`src/rtl/FetchTypes.sv`:
```
// Fetch front end geometry, lane record and configuration register map
// Two lanes per group, groups aligned to 8 bytes, word-indexed backing store
package FetchTypes;

    // Group and instruction geometry
    localparam int FetchWidth = 2;
    localparam int PcWidth = 32;
    localparam int InsnWidth = 32;
    localparam int InsnBytes = 4;
    localparam int GroupBytes = 8;

    // Backing store, word index taken from PC bits 9:2
    localparam int StoreWords = 256;
    localparam int StoreAddrWidth = 8;

    // One group per cache line, index is PC 5:3 and tag is PC 9:6
    localparam int CacheLines = 8;
    localparam int IndexLsb = 3;
    localparam int IndexWidth = 3;
    localparam int TagLsb = 6;
    localparam int TagWidth = 4;
    localparam int MissPenalty = 4;
    localparam int MissCountWidth = 2;

    localparam int CfgDataWidth = 32;

    // One fetched instruction with its prediction
    typedef struct packed {
        logic valid;
        logic [PcWidth-1:0] pc;
        logic [InsnWidth-1:0] insn;
        logic predTaken;
        logic [PcWidth-1:0] predTarget;
    } FetchLane;

    // Config register addresses
    typedef enum logic [1:0] {
        CfgStart     = 2'd0,
        CfgCtrl      = 2'd1,
        CfgStoreAddr = 2'd2,
        CfgStoreData = 2'd3
    } CfgAddr;

endpackage

```
`src/rtl/FetchGroupIf.sv`:
```
// Fetch group link between next-PC, fetch and predictor blocks
`timescale 1ns/1ps

interface FetchGroupIf;

    // Group address from the next-PC stage, may be unaligned
    logic groupValid;
    logic [FetchTypes::PcWidth-1:0] groupPc;

    // Back pressure and taken-prediction redirect from the fetch stage
    logic stall;
    logic redirectValid;
    logic [FetchTypes::PcWidth-1:0] redirectPc;

    // Per-lane prediction for the group held in the fetch stage
    logic predTaken [FetchTypes::FetchWidth];
    logic [FetchTypes::PcWidth-1:0] predTarget [FetchTypes::FetchWidth];

    modport nextPc (output groupValid, groupPc, input stall, redirectValid, redirectPc);
    modport fetch (input groupValid, groupPc, predTaken, predTarget,
                   output stall, redirectValid, redirectPc);
    modport predict (output predTaken, predTarget);

endinterface

```
`src/rtl/NextPcStage.sv`:
```
// Next-PC stage
// Picks the fetch group address each cycle from redirects, start PC or
// the sequential group
`timescale 1ns/1ps

module NextPcStage (
    input  logic clk,
    input  logic rstN,
    input  logic fetchEnable,
    input  logic [FetchTypes::PcWidth-1:0] startPc,
    input  logic beRedirectValid,
    input  logic [FetchTypes::PcWidth-1:0] beRedirectPc,
    FetchGroupIf.nextPc grp
);

    logic validReg;
    logic [FetchTypes::PcWidth-1:0] pcReg;
    logic [FetchTypes::PcWidth-1:0] seqPc;
    logic [FetchTypes::PcWidth-1:0] nextPc;

    // Sequential group starts at the next aligned 8-byte boundary
    assign seqPc = {pcReg[FetchTypes::PcWidth-1:3], 3'b000}
                 + FetchTypes::PcWidth'(FetchTypes::GroupBytes);

    always_comb begin
        nextPc = pcReg;
        if (beRedirectValid) begin
            nextPc = beRedirectPc;
        end else if (fetchEnable && !validReg) begin
            // First cycle after enable, validReg doubles as the delayed enable
            nextPc = startPc;
        end else if (grp.redirectValid) begin
            nextPc = grp.redirectPc;
        end else if (!grp.stall && validReg) begin
            nextPc = seqPc;
        end
    end

    always_ff @(posedge clk or negedge rstN) begin
        if (!rstN) begin
            validReg <= 1'b0;
        end else begin
            validReg <= fetchEnable;
        end
    end

    always_ff @(posedge clk) begin
        pcReg <= nextPc;
    end

    // Lane validity below an unaligned PC is sorted out in the fetch stage
    assign grp.groupValid = validReg;
    assign grp.groupPc = pcReg;

endmodule

```
`src/flat_wrapper.sv`:
```
// flat-port wrapper written by rule: the top's interface ports become plain ports
module NextPcStage_flat 
  (clk, rstN, fetchEnable, startPc, beRedirectValid, beRedirectPc, grp_groupValid, grp_groupPc, grp_stall, grp_redirectValid, grp_redirectPc);
  FetchGroupIf grp_i ();
  input  logic clk;
  input  logic rstN;
  input  logic fetchEnable;
  input  logic [FetchTypes::PcWidth-1:0] startPc;
  input  logic beRedirectValid;
  input  logic [FetchTypes::PcWidth-1:0] beRedirectPc;
  output wire logic [$bits(grp_i.groupValid)-1:0] grp_groupValid;
  output wire logic [$bits(grp_i.groupPc)-1:0] grp_groupPc;
  input wire logic [$bits(grp_i.stall)-1:0] grp_stall;
  input wire logic [$bits(grp_i.redirectValid)-1:0] grp_redirectValid;
  input wire logic [$bits(grp_i.redirectPc)-1:0] grp_redirectPc;
  assign grp_groupValid = grp_i.groupValid;
  assign grp_groupPc = grp_i.groupPc;
  assign grp_i.stall = grp_stall;
  assign grp_i.redirectValid = grp_redirectValid;
  assign grp_i.redirectPc = grp_redirectPc;
  NextPcStage u_core (.clk(clk), .rstN(rstN), .fetchEnable(fetchEnable), .startPc(startPc), .beRedirectValid(beRedirectValid), .beRedirectPc(beRedirectPc), .grp(grp_i));
endmodule
```
`config.mk`:
```
export PLATFORM = sky130hd
export DESIGN_NAME = NextPcStage_flat
export DESIGN_NICKNAME = d
export VERILOG_FILES = /design/src/rtl/FetchTypes.sv /design/src/rtl/FetchGroupIf.sv /design/src/rtl/NextPcStage.sv /design/src/flat_wrapper.sv
export SDC_FILE = /design/constraint.sdc
export NUM_CORES = 1
export LEC_CHECK = 0
export BUFFER_PORTS_ARGS = -buffer_cell sky130_fd_sc_hd__buf_2
export CORE_MARGIN = 10
export CORE_UTILIZATION = 40
export DETAILED_ROUTE_END_ITERATION = 8
export GPL_ROUTABILITY_DRIVEN = 0
export MAX_ROUTING_LAYER = met4
export PLACE_DENSITY = 0.71
export SKIP_LAST_GASP = 1
export SYNTH_ARGS = -nofsm -noshare
export SYNTH_HDL_FRONTEND = slang
export SYNTH_SLANG_ARGS = --single-unit
```
`constraint.sdc`:
```
create_clock -name clk -period 5.65 [get_ports clk]
set_input_delay 1.13 -clock clk [delete_from_list [all_inputs] [get_ports clk]]
set_output_delay 1.13 -clock clk [all_outputs]
set_load 0.01 [all_outputs]
```
==> key figures, run 1 <==
Status
  • Result of the run: completed

Pwr
  • Largest vdd supply drop: between 0.1 and 0.15 mV
  • Power density cells: 227.9 nW/µm²
  • Leakage: roughly 1.4 nW

Worst setup path
  • Type of destination of the critical path: register
  • Max FO, Critical Path: 30
  • Arrival time reported for the critical path endpoint: about 2.8 ns
  • CP Data Required Time: roughly 5.7 ns
  • Slack of the worst reg-to-reg path: roughly 3.3 ns
  • Cell type group with the largest total delay on the critical path: simple AND/OR/NAND/NOR gates
  • Path length in cells of the critical path: 6
  • Worst-path cell with the longest stage delay: sky130_fd_sc_hd__nand2b_1
  • Buffering stage count on the worst path with inverters included: 1
  • Worst Reg-to-Reg Cells: 5
  • Ordered cell list for the critical path: buf_2 > nand2b_1 > and3_1 > a21oi_1 > o31ai_1 > mux2_2
  • Critical path's largest stage delay: around 0.6 ns
  • Crit Path Class: input pin to register
  • CP startpoint kind: input pin

Min path
  • Worst hold path class: input pin to async pin

Global routing
  • Pin count of the biggest net entering global routing: 70
  • Wire length of the first global-routing pass: about 14000 µm
  • Vias in the first global route: around 2900
  • GRT Total Usage: between 10% and 20%
  • GR Overflow Total: 0
  • Number of antenna violations at the first check in global routing: 0

Final layout
  • Final net count: between 500 and 600
  • Fraction of layout instances using a drive strength above 1: between 30% and 40%
  • ANT cells: 0
  • Area of combinational cells with multiple inputs: between 1000 and 1500 µm²
  • # fillers: 622
  • Area of all sequential standard cells: ~990 µm²
  • Summed area of non-filler cells in the final layout: 3366 µm²
  • Area growth syn-to-layout: 31.80%

Clock tree
  • Number of buffers on the longest clock path: 2
  • Clock-pin slew on the worst setup and hold paths: ~0.07 ns
  • Number of CTS-inserted buffers: 5
  • H-tree Lvls: 2
  • Number of resized instances in the post-cts repair step: 0
  • TritonCTS clock tree: built
  • Clk sinks: 33
  • Number of buffers inserted by post-CTS setup repair: 0
  • Count of hold buffers inserted by post-cts repair: 0
  • Library cell used as clock root buffer: sky130_fd_sc_hd__clkbuf_8
  • Insertion delay of the later-clocked pin in the worst-skew pair: a little under 0.3 ns

Synthesis
  • Share of synthesized area occupied by flip-flops and latches: slightly below 40%
  • Net count of the mapped netlist: approximately 410
  • Number of storage elements in the synthesis netlist: 33
  • Post-synthesis instance total: 310
  • Netlist cell types: 38
  • Ys flop type: sky130_fd_sc_hd__edfxtp_1
  • Biggest area consumer among synthesized cells: sky130_fd_sc_hd__edfxtp_1
  • EDFF count, synth: 32
  • Average size of a mapped cell: ~8.2 µm²
  • Share of synthesized flip-flops with an asynchronous set or reset: around 3.0%
  • Mapped Area: between 2000 and 3000 µm²
  • Top post-synthesis cells by area: sky130_fd_sc_hd__edfxtp_1, sky130_fd_sc_hd__a21oi_1, sky130_fd_sc_hd__xnor2_1, sky130_fd_sc_hd__nand2_1, sky130_fd_sc_hd__nand3_1
  • Warning count from the yosys run: 0
  • Yosys top cell area share: between 30 and 40%

Routing
  • TritonRoute pass-1 iters: 4
  • Number of DRC markers in iteration 0: between 100 and 150
  • Detailed-route wire length per cell: roughly 18 µm
  • Post-DRT Antenna Nets: 0
  • Avg Vias per Cell: ~5.5
  • DRC viols: 0
  • Vias post-DR: between 2000 and 3000
  • Final wirelength: between 8000 and 9000 µm

STA
  • Worst slew margin relative to its limit: between 20% and 30%
  • Slew @ Worst Pin: ~1.2 ns
  • Worst Clk Skew: roughly 0.0028 ns
  • Number of failing setup endpoints in the final timing report: 0
  • Count of endpoints failing hold in the final timing report: 0
  • Tmin final: about 2.7 ns
  • Final-report max-slew violation count: 0
  • Unrepaired setup endpoints after global routing: false
  • Total negative setup slack: 0 ns
  • Final period utilization: approximately 48%
  • Setup slack of the critical path after layout: around 2.9 ns
  • Peak Freq: ~370 MHz

Placed design
  • Post-DP Area: between 3000 and 4000 µm²
  • Detail Placement HPWL: 6568 µm
  • Worst setup slack before clock tree synthesis: roughly 2.6 ns
  • Port-buffer cells: 134

Floorplanning
  • Area of the die: about 10000 µm²
  • FP Rows: 29
  • I/O pins: 135
  • Die boundary width: 99.90 µm
  • DIE HEIGHT: ~100 µm
  • Area of the core: between 6000 and 7000 µm²
  • Initial Util: between 40 and 50%

Flow run
  • Max-cap viol count: 0
## final cells by class
| class | instances | area share [%] |
|---|---|---|
| Clock buffer | 7 | 2.565 |
| Tap cell | 77 | 2.862 |
| Sequential cell | 33 | 29.29 |
| Inverter | 5 | 0.5576 |
| Clock inverter | 1 | 0.8922 |
| Multi-Input combinational cell | 248 | 43.46 |
| Timing Repair Buffer | 136 | 20.37 |
## Yosys cell counts, types with 2 or more instances
| cell type | n |
|---|---|
| sky130_fd_sc_hd__nor4_1 | 4 |
| sky130_fd_sc_hd__nand2b_1 | 2 |
| sky130_fd_sc_hd__xor2_1 | 5 |
| sky130_fd_sc_hd__mux2_2 | 2 |
| sky130_fd_sc_hd__and4_1 | 5 |
| sky130_fd_sc_hd__buf_2 | 2 |
| sky130_fd_sc_hd__nor3_1 | 13 |
| sky130_fd_sc_hd__edfxtp_1 | 32 |
| sky130_fd_sc_hd__a211oi_1 | 3 |
| sky130_fd_sc_hd__nand4_1 | 4 |
| sky130_fd_sc_hd__or3_1 | 2 |
| sky130_fd_sc_hd__a21oi_1 | 47 |
| sky130_fd_sc_hd__a221o_1 | 4 |
| sky130_fd_sc_hd__nor2_1 | 17 |
| sky130_fd_sc_hd__xnor2_1 | 22 |
| sky130_fd_sc_hd__nor3b_1 | 6 |
| sky130_fd_sc_hd__buf_1 | 5 |
| sky130_fd_sc_hd__and3_1 | 7 |
| sky130_fd_sc_hd__nor2b_1 | 2 |
| sky130_fd_sc_hd__o21ai_1 | 4 |
| sky130_fd_sc_hd__nand2_1 | 40 |
| sky130_fd_sc_hd__o211ai_1 | 3 |
| sky130_fd_sc_hd__clkbuf_1 | 16 |
| sky130_fd_sc_hd__o21ai_0 | 23 |
| sky130_fd_sc_hd__nand3_1 | 23 |
| sky130_fd_sc_hd__inv_1 | 5 |
## worst register-to-register path: cells and delay by family, from the launching register on
kind | cells | cell delay [ns]
AOI/OAI and AO/OA | 2 | 0.20
DFF | 1 | 0.42
muxes | 1 | 0.29
and+or+nand+nor | 2 | 1.18
## where the power goes
group / total (mW) / internal (mW) / switching, mW
combinational: 0.190 / 0.0894 / 0.101
clock: 0.236 / 0.144 / 0.0918
sequential: 0.341 / 0.305 / 0.0363
## state kept, by name (all words and copies together) (netlist names)
name,count
u_core.grp.groupValid,1
u_core.grp.groupPc,32
## per-stage QoR
stage          hold WS, ns  cells  total power, mW  utilization (%)
2_1_floorplan       0.6909    310           0.4447                -
3_3_place_gp        0.6508    499           0.5317            51.76
3_5_place_dp        0.6735    499           0.5364            51.76
4_1_cts             0.5873    507           0.7725            53.62
5_1_grt             0.5801    507           0.8110            53.62
6_report            0.5982    507           0.7671            53.62
## cell families after synthesis
| kind of cell | count (synthesis) | synth area share [%] |
|---|---|---|
| xor+xnor | 27 | 9.260 |
| mux | 3 | 1.274 |
| simple gates | 131 | 26.95 |
| fa+ha+maj | 1 | 0.4899 |
| flops | 33 | 38.61 |
| buf+inv | 29 | 4.655 |
| compound gates | 86 | 18.77 |
## worst paths after layout
check / startpoint / end
worst max-delay path: fetchEnable / u_core.grp.groupPc[12]$_DFFE_PP_
min in group clk: u_core.grp.groupPc[29]$_DFFE_PP_ / u_core.grp.groupPc[29]$_DFFE_PP_
worst max register to register: u_core.grp.groupValid$_DFF_PN0_ / u_core.grp.groupPc[12]$_DFFE_PP_
worst min register to register: u_core.grp.groupPc[29]$_DFFE_PP_ / u_core.grp.groupPc[29]$_DFFE_PP_
worst min-delay path: rstN / u_core.grp.groupValid$_DFF_PN0_
max in group asynchronous: rstN / u_core.grp.groupValid$_DFF_PN0_
## metal layers
metal	track usage (%)	part of all wire (%)	up-vias
met3	2.679	4.6	9
met2	30.06	51	106
met4	4.741	1.3	0
met1	21.79	44	1313
li1	-	-	1369
met5	-	0	-
## cell usage in the layout (no fill, tap or decap), types with 2 or more instances in the layout
cell and count:
sky130_fd_sc_hd__nand4_1 4, sky130_fd_sc_hd__o21ai_1 4, sky130_fd_sc_hd__and3_1 7, sky130_fd_sc_hd__edfxtp_1 32
sky130_fd_sc_hd__buf_2 134, sky130_fd_sc_hd__nand2_1 40, sky130_fd_sc_hd__nand3_1 23, sky130_fd_sc_hd__inv_1 5
sky130_fd_sc_hd__mux2_2 2, sky130_fd_sc_hd__a211oi_1 3, sky130_fd_sc_hd__nor3b_1 6, sky130_fd_sc_hd__a21oi_1 47
sky130_fd_sc_hd__o211ai_1 3, sky130_fd_sc_hd__a221o_1 4, sky130_fd_sc_hd__o21ai_0 22, sky130_fd_sc_hd__and4_1 5
sky130_fd_sc_hd__nor2_1 17, sky130_fd_sc_hd__clkbuf_8 6, sky130_fd_sc_hd__or3_1 2, sky130_fd_sc_hd__xnor2_1 22
sky130_fd_sc_hd__nand2b_1 2, sky130_fd_sc_hd__nor3_1 13, sky130_fd_sc_hd__nor4_1 4, sky130_fd_sc_hd__xor2_1 5
sky130_fd_sc_hd__buf_4 2
Power figures use the tool's default switching activity.
==> inputs of run 2 (changes only) <==
--- a/config.mk
+++ b/config.mk
@@ -11,7 +11,7 @@
 export DETAILED_ROUTE_END_ITERATION = 8
 export GPL_ROUTABILITY_DRIVEN = 0
 export MAX_ROUTING_LAYER = met4
-export PLACE_DENSITY = 0.71
+export PLACE_DENSITY = 0.74
 export SKIP_LAST_GASP = 1
 export SYNTH_ARGS = -nofsm -noshare
 export SYNTH_HDL_FRONTEND = slang
==> constraint.sdc (replaced) <==
create_clock -name clk -period 2.5 [get_ports clk]
set_input_delay 0.5 -clock clk [delete_from_list [all_inputs] [get_ports clk]]
set_output_delay 0.5 -clock clk [all_outputs]
set_load 0.01 [all_outputs]
==> run 2 against run 1 <==
Net effect: worst setup slack got worse by 2.5 ns; sequential power grew 130%; sequential share of layout area decreased by 0.19 points; highest routed layer unchanged; largest cell class unchanged; design area increased by 0.67%.
==> key figures, run 2 (synthesized netlist as in run 1, its figures left out) <==
Status
  • Result of the run: completed

Pwr
  • Internal cell power: ~1.1 mW
  • Switching power: 0.5091 mW
  • Leakage: 1.401 nW
  • Reg power frac: between 40% and 50%
  • Switching fraction of total power: around a third
  • Power density cells: between 400 and 500 nW/µm²
  • Clk pwr share: 24.3%
  • Total Power Consumption: between 1.5 and 2 mW
  • Largest vdd supply drop: around 0.22 mV
  • Logic pwr share: a little over a quarter

Routing
  • Number of DRC markers in iteration 0: roughly 150
  • Vias post-DR: between 2000 and 3000
  • DRC viols: 0
  • Avg Vias per Cell: 5.513
  • Final wirelength: 8701 µm
  • Detailed-route wire length per cell: 16.90 µm
  • TritonRoute pass-1 iters: 5
  • Post-DRT Antenna Nets: 0

Global routing
  • GRT Total Usage: between 10% and 20%
  • Wire length of the first global-routing pass: 14050 µm
  • Number of antenna violations at the first check in global routing: 1
  • Pin count of the biggest net entering global routing: 42
  • GR Overflow Total: 0
  • Vias in the first global route: approximately 2900

STA
  • Slew @ Worst Pin: 1.057 ns
  • Unrepaired setup endpoints after global routing: false
  • Final period utilization: 81.89%
  • Total negative setup slack: 0 ns
  • Setup slack of the critical path after layout: roughly 0.45 ns
  • Hold slack: between 0.3 and 0.4 ns
  • Final-report max-slew violation count: 0
  • Worst slew margin relative to its limit: 29.27%
  • Peak Freq: between 400 and 500 MHz
  • Count of endpoints failing hold in the final timing report: 0
  • Worst Clk Skew: between 0.006 and 0.007 ns
  • Tmin final: roughly 2.0 ns
  • Number of failing setup endpoints in the final timing report: 0

Final layout
  • Summed area of non-filler cells in the final layout: 3388 µm²
  • Commonest non-fill, non-tap cells in the layout: sky130_fd_sc_hd__buf_2, sky130_fd_sc_hd__a21oi_1, sky130_fd_sc_hd__nand2_1
  • Max FFs per register: 32
  • Commonest non-fill, non-tap cell in the layout: sky130_fd_sc_hd__buf_2
  • Area growth syn-to-layout: 32.68%
  • Final net count: between 500 and 600
  • Fraction of layout instances using a drive strength above 1: 36.16%
  • End-of-flow core utilization: between 50% and 60%
  • Non-filler cells in the finished layout: 515

Min path
  • Hold wc startpoint: fetchEnable
  • Hold depth: 1
  • Terminating pin of the worst hold path: u_core.grp.groupValid$_DFF_PN0_
  • Worst hold path class: input pin to register

Placed design
  • Worst setup slack before clock tree synthesis: ~0.46 ns
  • Post-DP Area: 3294 µm²
  • Detail Placement HPWL: a little under 7000 µm
  • Placed Cells incl. Taps: roughly 500
  • Port-buffer cells: ~130

Clock tree
  • H-tree Lvls: 2
  • Number of CTS-inserted buffers: 5
  • Clk sinks: 33
  • Number of resized instances in the post-cts repair step: 0
  • Insertion delay of the later-clocked pin in the worst-skew pair: 0.29 ns
  • Clock-pin slew on the worst setup and hold paths: approximately 0.070 ns
  • Number of buffers inserted by post-CTS setup repair: 0
  • Library cell used as clock root buffer: sky130_fd_sc_hd__clkbuf_8
  • Number of buffers on the longest clock path: 2
  • TritonCTS clock tree: built

Worst setup path
  • Arrival time reported for the critical path endpoint: approximately 2.1 ns
  • Worst-path cell with the longest stage delay: sky130_fd_sc_hd__edfxtp_1
  • Crit Path Class: register to register
  • Ordered cell list for the critical path: and4_1 > nand3_1 > xnor2_1 > o31ai_1 > mux2_2
  • Worst Reg-to-Reg Cells: 5
  • Critical path's largest stage delay: ~0.48 ns
  • Max FO, Critical Path: 7
  • R2R Path Start: u_core.grp.groupPc[5]$_DFFE_PP_
  • Reg-to-reg endpoint: u_core.grp.groupPc[12]$_DFFE_PP_
  • CP startpoint kind: register
  • CP Data Required Time: roughly 2.5 ns
  • Type of destination of the critical path: register
  • Slack of the worst reg-to-reg path: 0.45 ns

Floorplanning
  • Area of the core: between 6000 and 7000 µm²
  • Area of the die: 9980 µm²
  • Initial Util: around two fifths
  • DIE HEIGHT: ~100 µm
  • Die boundary width: 99.90 µm
  • FP Rows: 29
  • I/O pins: about 140

Flow run
  • Max-cap viol count: 0
==> run 2: cell types whose count changed in the layout (fill, tap and decap cells not counted) <==
| cell | previous run | this run |
|---|---|---|
| sky130_fd_sc_hd__dlygate4sd3_1 | 0 | 1 |
| sky130_fd_sc_hd__clkinv_2 | 0 | 1 |
| sky130_fd_sc_hd__clkinv_1 | 0 | 2 |
| sky130_fd_sc_hd__buf_4 | 2 | 8 |
| sky130_fd_sc_hd__clkbuf_1 | 1 | 0 |
| sky130_fd_sc_hd__diode_2 | 0 | 1 |
| sky130_fd_sc_hd__clkbuf_8 | 6 | 5 |
| sky130_fd_sc_hd__bufinv_16 | 1 | 0 |
==> run 2: layer usage <==
layer,routed length [µm],GRT usage (%)
met1,3582,21.16
met2,4285,28.27
met3,686,4.876
met4,146,4.961
met5,0,-
==> run 2: final cells by class <==
type,instances,area (µm²)
Antenna cell,1,2.502
Fill cell,638,2889
Sequential cell,33,985.9
Tap cell,77,96.34
Timing Repair Buffer,143,740.7
Clock inverter,3,12.51
Multi-Input combinational cell,248,1463
Clock buffer,5,68.82
Inverter,5,18.77
==> run 2: worst max-delay path by stage <==
stage	to	slack [ns]	depth (start not counted)	start
floorplan	u_core.grp.groupPc[0]$_DFFE_PP_	0.32	5	fetchEnable
global placement	u_core.grp.groupPc[12]$_DFFE_PP_	0.52	5	u_core.grp.groupPc[5]$_DFFE_PP_
detailed placement	u_core.grp.groupPc[12]$_DFFE_PP_	0.46	5	u_core.grp.groupPc[5]$_DFFE_PP_
CTS	u_core.grp.groupPc[12]$_DFFE_PP_	0.45	5	u_core.grp.groupPc[5]$_DFFE_PP_
global route	u_core.grp.groupPc[12]$_DFFE_PP_	0.30	5	u_core.grp.groupPc[5]$_DFFE_PP_
finish	u_core.grp.groupPc[12]$_DFFE_PP_	0.45	5	u_core.grp.groupPc[5]$_DFFE_PP_
==> run 2: power groups by stage <==
| stage | Sequential, mW | Clock (mW) | Combinational [mW] |
|---|---|---|---|
| 2_1_floorplan | 0.798 | 0 | 0.207 |
| 6_report | 0.773 | 0.387 | 0.436 |
| 3_3_place_gp | 0.779 | 0 | 0.432 |
| 5_1_grt | 0.784 | 0.421 | 0.488 |
| 4_1_cts | 0.772 | 0.395 | 0.441 |
| 3_5_place_dp | 0.783 | 0 | 0.438 |
==> run 2: worst max-delay path: cells and delay by family (launching register included) <==
kind / cells / cell delay, ns
flip-flops: 1 / 0.48
XOR/XNOR: 1 / 0.27
AO/OA/AOI/OAI: 1 / 0.08
AND/OR/NAND/NOR: 2 / 0.70
multiplexers: 1 / 0.27
==> run 2: what timing repair did <==
| action | 4_1_cts | 5_1_grt |
|---|---|---|
| hold buffers | 1 | 0 |
| endpoints found under the hold margin | 1 | 0 |
| setup endpoints to repair | 0 | 0 |
==> inputs of run 3 (changes only) <==
==> constraint.sdc (replaced) <==
create_clock -name clk -period 1.81 [get_ports clk]
set_input_delay 0.362 -clock clk [delete_from_list [all_inputs] [get_ports clk]]
set_output_delay 0.362 -clock clk [all_outputs]
set_load 0.01 [all_outputs]
==> run 3 against run 2 <==
Net effect: first-iteration DRC count fell by 22%; wire length rose by 6.6%; critical path type unchanged; sequential share of layout area fell by 3.4 points; design area rose by 13%; power rose by 49%; critical path depth rose by 1.
==> key figures, run 3 (synthesized netlist as in run 1, its figures left out) <==
Status
  • Result of the run: completed

Worst setup path
  • Worst-path cell with the longest stage delay: sky130_fd_sc_hd__edfxtp_1
  • Worst Reg-to-Reg Cells: 6
  • Critical path's largest stage delay: between 0.4 and 0.5 ns
  • Max FO, Critical Path: 7
  • Reg-to-reg endpoint: u_core.grp.groupPc[12]$_DFFE_PP_
  • R2R Path Start: u_core.grp.groupPc[5]$_DFFE_PP_
  • Slack of the worst reg-to-reg path: about 0.047 ns
  • Arrival time reported for the critical path endpoint: roughly 1.8 ns
  • Buffering stage count on the worst path with inverters included: 1
  • Type of destination of the critical path: register
  • Beginning of the critical path: u_core.grp.groupPc[5]$_DFFE_PP_
  • CP startpoint kind: register
  • CP Data Required Time: ~1.8 ns
  • Ordered cell list for the critical path: and4_2 > nand3_1 > buf_4 > xnor2_1 > o31ai_1 > mux2_2
  • Cell type group with the largest total delay on the critical path: flip-flops
  • Crit Path Class: register to register

Min path
  • Worst hold path class: input pin to register
  • Hold wc startpoint: fetchEnable
  • Hold depth: 1
  • Terminating pin of the worst hold path: u_core.grp.groupValid$_DFF_PN0_

Final layout
  • End-of-flow core utilization: 61.01%
  • Summed area of non-filler cells in the final layout: about 3800 µm²
  • Commonest non-fill, non-tap cell in the layout: sky130_fd_sc_hd__buf_2
  • Non-filler cells in the finished layout: 550
  • Fraction of layout instances using a drive strength above 1: approximately 44%
  • Area growth syn-to-layout: 49.98%
  • Final net count: about 570
  • Commonest non-fill, non-tap cells in the layout: sky130_fd_sc_hd__buf_2, sky130_fd_sc_hd__a21oi_1, sky130_fd_sc_hd__nand2_1
  • Max FFs per register: 32

Global routing
  • GR Overflow Total: 0
  • Number of antenna violations at the first check in global routing: 1
  • GRT Total Usage: a little under a fifth
  • Wire length of the first global-routing pass: roughly 14000 µm
  • Pin count of the biggest net entering global routing: 30
  • Vias in the first global route: 3049

Placed design
  • Detail Placement HPWL: between 7000 and 8000 µm
  • Placed Cells incl. Taps: between 500 and 600
  • Worst setup slack before clock tree synthesis: -0.1321 ns
  • Port-buffer cells: 134
  • Post-DP Area: ~3600 µm²

STA
  • Slew @ Worst Pin: between 0.3 and 0.4 ns
  • Total negative setup slack: 0 ns
  • Number of failing setup endpoints in the final timing report: 0
  • Setup slack of the critical path after layout: between 0.04 and 0.05 ns
  • Worst Clk Skew: about 0.0067 ns
  • Hold slack: ~0.22 ns
  • Count of endpoints failing hold in the final timing report: 0
  • Final-report max-slew violation count: 0
  • Final period utilization: 97.42%
  • Worst slew margin relative to its limit: approximately three quarters
  • Unrepaired setup endpoints after global routing: true
  • Tmin final: between 1.5 and 2 ns
  • Peak Freq: approximately 570 MHz

Routing
  • TritonRoute pass-1 iters: 4
  • DRC viols: 0
  • Avg Vias per Cell: about 5.3
  • Number of DRC markers in iteration 0: 115
  • Vias post-DR: between 2000 and 3000
  • Final wirelength: between 9000 and 10000 µm
  • Detailed-route wire length per cell: ~17 µm
  • Post-DRT Antenna Nets: 0

Pwr
  • Leakage: approximately 1.6 nW
  • Total Power Consumption: 2.383 mW
  • Power density cells: 622.1 nW/µm²
  • Largest vdd supply drop: between 0.3 and 0.4 mV

Floorplanning
  • FP Rows: 29
  • Initial Util: 40.68%
  • DIE HEIGHT: around 100 µm
  • Die boundary width: 99.90 µm
  • Area of the die: around 10000 µm²
  • Area of the core: roughly 6300 µm²
  • I/O pins: 135

Flow run
  • Max-cap viol count: 0

Clock tree
  • Library cell used as clock root buffer: sky130_fd_sc_hd__clkbuf_8
  • Number of buffers on the longest clock path: 2
  • Clk sinks: 33
  • TritonCTS clock tree: built
  • Number of CTS-inserted buffers: 5
  • Clock-pin slew on the worst setup and hold paths: roughly 0.070 ns
  • Insertion delay of the later-clocked pin in the worst-skew pair: 0.28 ns
  • H-tree Lvls: 2
==> run 3: cell count changes in the layout (fill, tap and decap cells not counted), moves of 3 or more <==
cell	delta
sky130_fd_sc_hd__nor4_2	+4
sky130_fd_sc_hd__buf_4	+31
sky130_fd_sc_hd__nor4_1	-4
sky130_fd_sc_hd__buf_12	+3
sky130_fd_sc_hd__o21ai_1	+3
sky130_fd_sc_hd__nor2_1	-3
sky130_fd_sc_hd__o21ai_0	-3
sky130_fd_sc_hd__nor2_4	+3
==> run 3: worst max path at each step <==
stage / endpoint / cells past startpoint
after floorplan: u_core.grp.groupPc[19]$_DFFE_PP_ / 7
after global placement: u_core.grp.groupPc[21]$_DFFE_PP_ / 6
after detailed placement: u_core.grp.groupPc[19]$_DFFE_PP_ / 6
after CTS: u_core.grp.groupPc[28]$_DFFE_PP_ / 5
after global routing: u_core.grp.groupPc[25]$_DFFE_PP_ / 6
final: u_core.grp.groupPc[12]$_DFFE_PP_ / 6
==> run 3: cell type report <==
| cell class | instances | area [µm²] |
|---|---|---|
| fill | 567 | 2447 |
| multi-input combinational | 248 | 1592 |
| timing repair buffer | 178 | 1045 |
| sequential | 33 | 985.9 |
| tap | 77 | 96.34 |
| clock buffer | 8 | 90.09 |
| inverter | 5 | 18.77 |
| antenna | 1 | 2.502 |
==> run 3: per-layer routing <==
layer  GRT usage [%]  vias to the layer above  share of wire, %
met5               -                        -                 0
met4           3.418                        0              0.91
met3           4.808                        8               6.0
met2           30.06                      117                50
met1           21.50                     1360                43
li1                -                     1454                 -
==> run 3: worst reg2reg max path: cells and delay by family, from the launching register on <==
family,cells,cell delay (ns)
AOI/OAI and AO/OA,1,0.08
DFF,1,0.45
buffers and inverters,1,0.17
muxes,1,0.27
and+or+nand+nor,2,0.40
xor gates and xnor gates,1,0.15
==> run 3: report_power, final <==
part | internal [mW] | switching [mW] | total, mW
Clock | 0.310 | 0.270 | 0.580
Combinational | 0.386 | 0.381 | 0.767
Sequential | 0.950 | 0.0848 | 1.04
Total | 1.65 | 0.736 | 2.38
==> run 3: repair_timing <==
item / in CTS / in global routing
gates resized for setup: 7 / 20
hold buffers: 1 / 0
endpoints found under the hold margin: 1 / 0
setup endpoints to repair: 9 / 19
pin swaps: 5 / 2
buffers inserted: 2 / 4
